==> src/source/dds_types_pkg.sv <==
// ----------------------------------------
// numeric widths and vector types shared by the synthesizer.
// reference them as dds_types_pkg::name
// ----------------------------------------
`default_nettype none

package dds_types_pkg;

  // phase accumulator width, full circle is 2**PHASE_BITS
  localparam int PHASE_BITS = 20;

  // low phase bits dropped before the table lookup
  localparam int QUANT_BITS = 8;

  // table index width and depth
  localparam int LUT_ADDR_BITS = PHASE_BITS - QUANT_BITS;
  localparam int LUT_DEPTH = 1 << LUT_ADDR_BITS;

  // signed output sample width
  localparam int OUTPUT_WIDTH = 16;

  // samples produced per beat
  localparam int PARALLEL_SAMPLES = 4;

  // dither generator width and feedback taps 16, 15, 13, 4
  localparam int LFSR_WIDTH = 16;
  localparam logic [LFSR_WIDTH-1:0] LFSR_TAP_MASK = 16'hD008;

  // register stages from phase accumulator to sample output
  localparam int DDS_LATENCY = 5;

  // one bit of headroom for the two-tone sum
  localparam int SUM_WIDTH = OUTPUT_WIDTH + 1;

  // constant for the cosine table
  localparam real PI = 3.14159265358979323846;

  // phase or phase increment, wraps modulo 2**PHASE_BITS
  typedef logic [PHASE_BITS-1:0] phase_t;

  // quantized phase, used as the table index
  typedef logic [LUT_ADDR_BITS-1:0] lut_addr_t;

  // one cosine sample
  typedef logic signed [OUTPUT_WIDTH-1:0] sample_t;

  // lane 0 sits in the low bits
  typedef sample_t [PARALLEL_SAMPLES-1:0] sample_vec_t;

  // lane sum before halving
  typedef logic signed [SUM_WIDTH-1:0] sum_t;

  // one dither word from the LFSR
  typedef logic [LFSR_WIDTH-1:0] lfsr_word_t;

endpackage

`default_nettype wire

==> src/source/dds_stream_pkg.sv <==
// ----------------------------------------
// stream beat structs carried between channel,
// combiner and top level
// ----------------------------------------
`default_nettype none

package dds_stream_pkg;

  // phase increment beat
  // no ready travels back, the channel takes every valid beat
  typedef struct packed {
    // high for one cycle to load a new increment
    logic                  valid;
    // phase step per output sample
    dds_types_pkg::phase_t inc;
  } phase_inc_beat_t;

  // sample vector beat, uses the valid/ready handshake
  // valid stays high with samples held until the beat transfers
  typedef struct packed {
    // beat holds data
    logic                       valid;
    // PARALLEL_SAMPLES lanes, lane 0 in the low bits
    dds_types_pkg::sample_vec_t samples;
  } sample_beat_t;

endpackage

`default_nettype wire

==> src/source/tone_combiner.sv <==
// ----------------------------------------
// joins two sample streams and outputs the
// lane-wise average floor((a+b)/2)
// ----------------------------------------
`default_nettype none

module tone_combiner (
  input  logic                         clk,
  input  logic                         reset,
  input  dds_stream_pkg::sample_beat_t beat_a,
  input  dds_stream_pkg::sample_beat_t beat_b,
  output logic                         ready_a,
  output logic                         ready_b,
  output dds_stream_pkg::sample_beat_t out_beat,
  input  logic                         out_ready
);

  // both inputs taken in the same cycle
  logic take;
  // averaged lanes, registered on take
  dds_types_pkg::sample_vec_t avg;
  // output register
  logic out_valid;
  dds_types_pkg::sample_vec_t out_samples;

  // join needs both beats and room in the output register
  assign take = beat_a.valid && beat_b.valid && (!out_valid || out_ready);

  // same strobe to both sides keeps the channels in lock step
  assign ready_a = take;
  assign ready_b = take;

  // sum at one extra bit, then drop the lsb
  // taking the upper bits of a two's complement sum rounds toward minus infinity
  always_comb begin
    dds_types_pkg::sample_t lane_a;
    dds_types_pkg::sample_t lane_b;
    dds_types_pkg::sum_t lane_sum;
    for (int i = 0; i < dds_types_pkg::PARALLEL_SAMPLES; i++) begin
      lane_a = beat_a.samples[i];
      lane_b = beat_b.samples[i];
      lane_sum = lane_a + lane_b;
      avg[i] = lane_sum[dds_types_pkg::SUM_WIDTH-1:1];
    end
  end

  // output beat holds until drained
  always_ff @(posedge clk) begin
    if (reset) begin
      out_valid <= 1'b0;
      out_samples <= '0;
    end else if (take) begin
      out_valid <= 1'b1;
      out_samples <= avg;
    end else if (out_ready) begin
      // drained with nothing new behind it
      out_valid <= 1'b0;
    end
  end

  assign out_beat = '{valid: out_valid, samples: out_samples};

endmodule

`default_nettype wire

==> config.mk <==
export PLATFORM = sky130hd
export DESIGN_NAME = tone_combiner
export DESIGN_NICKNAME = d
export VERILOG_FILES = /design/src/source/dds_types_pkg.sv /design/src/source/dds_stream_pkg.sv /design/src/source/tone_combiner.sv
export SDC_FILE = /design/constraint.sdc
export NUM_CORES = 1
export LEC_CHECK = 0
export ABC_AREA = 1
export BUFFER_PORTS_ARGS = -buffer_cell sky130_fd_sc_hd__buf_2
export CAP_MARGIN = 20
export CORE_MARGIN = 4
export CORE_UTILIZATION = 25
export CTS_CLUSTER_SIZE = 12
export DETAILED_ROUTE_END_ITERATION = 6
export PLACE_DENSITY = 0.43
export SKIP_CTS_REPAIR_TIMING = 1
export SLEW_MARGIN = 40
export SYNTH_ARGS = -nofsm -noshare
export SYNTH_HDL_FRONTEND = slang
export SYNTH_SLANG_ARGS = --single-unit
==> constraint.sdc <==
create_clock -name clk -period 1.99 [get_ports clk]
set_input_delay 0 -clock clk [delete_from_list [all_inputs] [get_ports clk]]
set_output_delay 0 -clock clk [all_outputs]
set_load 0.05 [all_outputs]
---- After elaboration in Yosys (flattened, before gate mapping) ----
Cells that the tools add are included.
word-level totals
  bits in latches ......................... 0
  output and inout port bits .............. 67
  memories ................................ 0
  flip-flop bits (word level) ............. 65
  bits in writable memories ............... 0
  memory bits (read-only) ................. 0
  bits of input ports ..................... 133
operators by class
  eq/ne operators ......................... 0
  bitwise operators ....................... 0
  reduce and logical (&&, ||, !) cells .... 5
  shift-type cells ........................ 0
  muxes and demuxes ....................... 2
  order comparisons ....................... 0
  add/sub/neg operators ................... 4
  multipliers ............................. 0
  div/mod/pow operators ................... 0
operators with widths
  cell                 count
  $add A16 B16 Y17     4
  $logic_and A1 B1 Y1  2
  $mux W1              2
  $reduce_bool A2 Y1   1
  $logic_not A1 Y1     1
  $logic_or A1 B1 Y1   1

---- Depth between registers and ports, before layout ----
  depth in word-level cells ............... 4
  mapped depth ............................ 13
  mapped depth without buffers ............ 13

---- Worst setup path before layout ----
Ideal clock, no wire load.
  path kind ............................... in2reg
  start point ............................. input port beat_a[16] in the netlist's numbering
  end point ............................... register out_samples, in the netlist out_beat[31]
  cell stages on the path ................. 13
  setup time .............................. 0.109 ns
  setup slack ............................. 0.772 ns
  data arrival time ....................... 1.109 ns
  path buffers ............................ 0
  path through ............................ nand2_1 inv_1 fa_1 nand2_1 nand2_2 nand3_2 nand2_1 nand2_1 nand2_1 nand2_1 nand3_1 nand2_1 inv_1
between the ends
  longest elaborated chain between the ends .. 1
ends and longest elaborated chain
  item                    line                 text
  start: declaration      tone_combiner.sv:10  input dds_stream_pkg::sample_beat_t beat_a,
  $add A16 B16 Y17        tone_combiner.sv:42  lane_sum = lane_a + lane_b;
  end signal: assignment  tone_combiner.sv:54  out_samples <= avg;
  end: declaration        tone_combiner.sv:24  dds_types_pkg::sample_vec_t out_samples;
No other way between the ends.
A chain may end at the register's enable or synchronous reset.

---- Worst setup path after layout ----
  start point ............................. register out_valid
  end point ............................... output port ready_a
between the ends
  longest elaborated chain between the ends .. 3
ends and longest elaborated chain
  item                      line                 text
  start: declaration        tone_combiner.sv:23  logic out_valid;
  start signal: assignment  tone_combiner.sv:50  out_valid <= 1'b0;
  start signal: assignment  tone_combiner.sv:53  out_valid <= 1'b1;
  start signal: assignment  tone_combiner.sv:57  out_valid <= 1'b0;
  $logic_not A1 Y1          tone_combiner.sv:27  assign take = beat_a.valid && beat_b.valid && (!out_valid || out_ready);
  $logic_or A1 B1 Y1        tone_combiner.sv:27
  $logic_and A1 B1 Y1       tone_combiner.sv:27
  end: declaration          tone_combiner.sv:12  output logic ready_a,
No other way between the ends.

==> impl_metrics.env <==
export IMPL_setup_tns_ns=0
export IMPL_grt_first_pass_wirelength_um=32700
export IMPL_grt_start_max_net_pins=47
export IMPL_path_class="reg2out"
export IMPL_start_kind="flip-flop"
export IMPL_critPathBufInv=3
export IMPL_synth_seq_cells=65
export IMPL_reg2reg_from="out_valid$_SDFFE_PP0P_"
export IMPL_yosys_warnings=0
export IMPL_die_w_um=168
export IMPL_drt_wirelength_per_cell_um=12.3
export IMPL_synthMuxAreaShare_pct=0
export IMPL_htreeDepth=3
export IMPL_die_area_um2=28400
export IMPL_clock_path_buffers=2
export IMPL_antenna_found_initial=2
export IMPL_grt_usage_pct=14.2
export IMPL_antenna_cells=0
export IMPL_grt_pass1_vias=6480
export IMPL_hp_start="beat_b[33]"
export IMPL_postSynthCellCount=1111
export IMPL_yosys_top_cells_area="nand2_1 21%, dfxtp_1 20%, inv_1 14%"
export IMPL_max_freq_ghz=0.567
export IMPL_rows=58
export IMPL_synth_top_area_share_pct=20.6
export IMPL_critPathSlowestCell="inv_4"
export IMPL_path_clk_slew_ns=0.07
export IMPL_status="finished clean"
export IMPL_coreArea_um2=25300
export IMPL_synthAdderAreaFrac_pct=12.9
export IMPL_layout_nets=1505
export IMPL_top_layer_used="met5"
export IMPL_yosys_area_top_type="nand2_1"
export IMPL_drc=0
export IMPL_wl_met3_um=952
export IMPL_critPathArrivalTime_ns=1.76
export IMPL_power_density_nw_per_um2=638
export IMPL_path_delay_family="buffers and inverters"
export IMPL_ir_drop_uv=435
export IMPL_numCtsBuffers=9
export IMPL_hold_class="in2reg"
export IMPL_finalMaxSlewViolations=0
export IMPL_setup_violations=0
export IMPL_hold_ws_ns=0.0993
export IMPL_synth_simple_gate_area_share_pct=41.2
export IMPL_start_util_pct=25.5
export IMPL_fin_crit_sh_pct=88.6
export IMPL_fillers=2928
export IMPL_slew_headroom_pct=57.2
export IMPL_clockRootBuffer="clkbuf_16"
export IMPL_via_per_inst=4.14
export IMPL_drtPass1Iterations=4
export IMPL_cts_sinks=65
export IMPL_timing_final_ws_setup_ns=0.227
export IMPL_synth_top_family_by_area="simple AND/OR/NAND/NOR gates"
export IMPL_syn2layout_area_growth_pct=26.1
export IMPL_routed_wl_met2_um=8920
export IMPL_cp_end_kind="primary output"
export IMPL_synth_xor_area_share_pct=2.72
export IMPL_place_congestion=0.826
export IMPL_report_power_total_uw=5180
export IMPL_drt_iter0_drc=248
export IMPL_cts_tree="yes"
export IMPL_p_leak_uw=0.00508
export IMPL_wl_met1_um=10000
export IMPL_ys_types=29
export IMPL_rsz0062_at_grt="no"
export IMPL_cpPeakStageDelay_ns=0.33
export IMPL_drt_total_wl_um=20300
export IMPL_vias=6794
export IMPL_drv_cap=0
export IMPL_ant_nets=0
export IMPL_crit_fanout=32
export IMPL_portBuffers=199
export IMPL_clock_latency_ns=0.34
export IMPL_fin_crit_ns=1.76
export IMPL_synth_compound_area_share_pct=7.31
export IMPL_place_ws_ns=0.400
export IMPL_worst_pin_slew_ns=0.642
export IMPL_crit_required_ns=1.99
export IMPL_syn_nets=1308
export IMPL_hold_viol=0
export IMPL_cp_startpoint="out_valid$_SDFFE_PP0P_"
export IMPL_io_pins=200
export IMPL_hpwl_um=16300
export IMPL_grt_overflow=0
export IMPL_fp_dieH_um=168
export IMPL_syn_avg_cell_area_um2=5.79
export IMPL_skew_ns=0.0147
export IMPL_path_cells="nand2_1, nand3_2, inv_4, buf_12, buf_2"
export IMPL_synth_area_um2=6430
export IMPL_yosysSeqAreaShare_pct=20.2
export IMPL_final_layout_size_suffix_gt1_share_pct=21.2
## final timing paths
check	end	slack, ns	depth (start not counted)
setup / recovery	ready_a	0.23	5
hold / removal	out_beat[32]$_SDFFE_PP0P_	0.1	4
setup reg to reg	out_beat[39]$_SDFFE_PP0P_	0.53	7
hold reg to reg	out_beat[16]$_SDFFE_PP0P_	0.48	2
## cell families after synthesis
kind of cell | count (synthesis)
adder cells (fa/ha/maj) | 64
XOR/XNOR | 20
AO/OA/AOI/OAI | 83
AND/OR/NAND/NOR | 621
buffers and inverters | 258
flip-flops | 65
## per-layer routing
metal,up-vias,GRT usage [%]
met5,-,0
met4,4,4.16
met3,18,2.37
met2,131,22.9
met1,2892,19.3
li1,3749,-
## layout make-up
class | count | area (µm²) | area share [%]
clock buffer | 11 | 243 | 2.99
clock inverter | 5 | 55.1 | 0.678
inverter | 237 | 892 | 11.0
multi-input combinational | 788 | 4130 | 50.9
sequential | 65 | 1300 | 16.0
tap | 330 | 413 | 5.09
timing repair buffer | 207 | 1080 | 13.4
## sequential cells by signal (all words and copies together), names as in the netlist
name and count:
out_beat 64, out_valid 1
## report_power, final
part	total, µW	leakage (µW)	switching (µW)	internal, µW
clock network	1670	0.000142	666	1000
registers	1460	0.000536	56.0	1400
logic	2050	0.00441	1370	680
## placed cells by master, fill, tap and decap left out, drive strengths merged, types with 12 or more instances in the layout
| cell | count |
|---|---|
| a21oi | 44 |
| buf | 206 |
| dfxtp | 65 |
| ha | 60 |
| inv | 237 |
| nand2 | 381 |
| nand3 | 80 |
| nor2 | 136 |
| nor3 | 16 |
| o21ai | 27 |
| xor2 | 12 |
## cell usage after synthesis, drive strengths merged
cell,number
inv,237
or2,4
clkbuf,5
ha,60
nor3,16
a21oi,44
o211ai,8
nand3b,4
fa,4
dfxtp,65
a211oi,4
nor2,136
xor2,12
nand3,80
buf,16
nand2,381
xnor2,8
o21ai,27
## stage by stage
step | std cells | cell area, µm² | util (%)
after floorplan | 1111 | 6430 | -
after global placement | 1626 | 7810 | 30.9
after detailed placement | 1626 | 7810 | 30.9
after CTS | 1642 | 8110 | 32.1
after global routing | 1643 | 8120 | 32.1
final | 1643 | 8120 | 32.1
## worst min-delay path: cells and delay by family
family | cells | cell delay (ns)
AND/OR/NAND/NOR | 1 | 0.08
AO/OA/AOI/OAI | 1 | 0.08
adder cells (fa/ha/maj) | 1 | 0.15
buffers and inverters | 1 | 0.10
(Power assumes the default switching activity.)
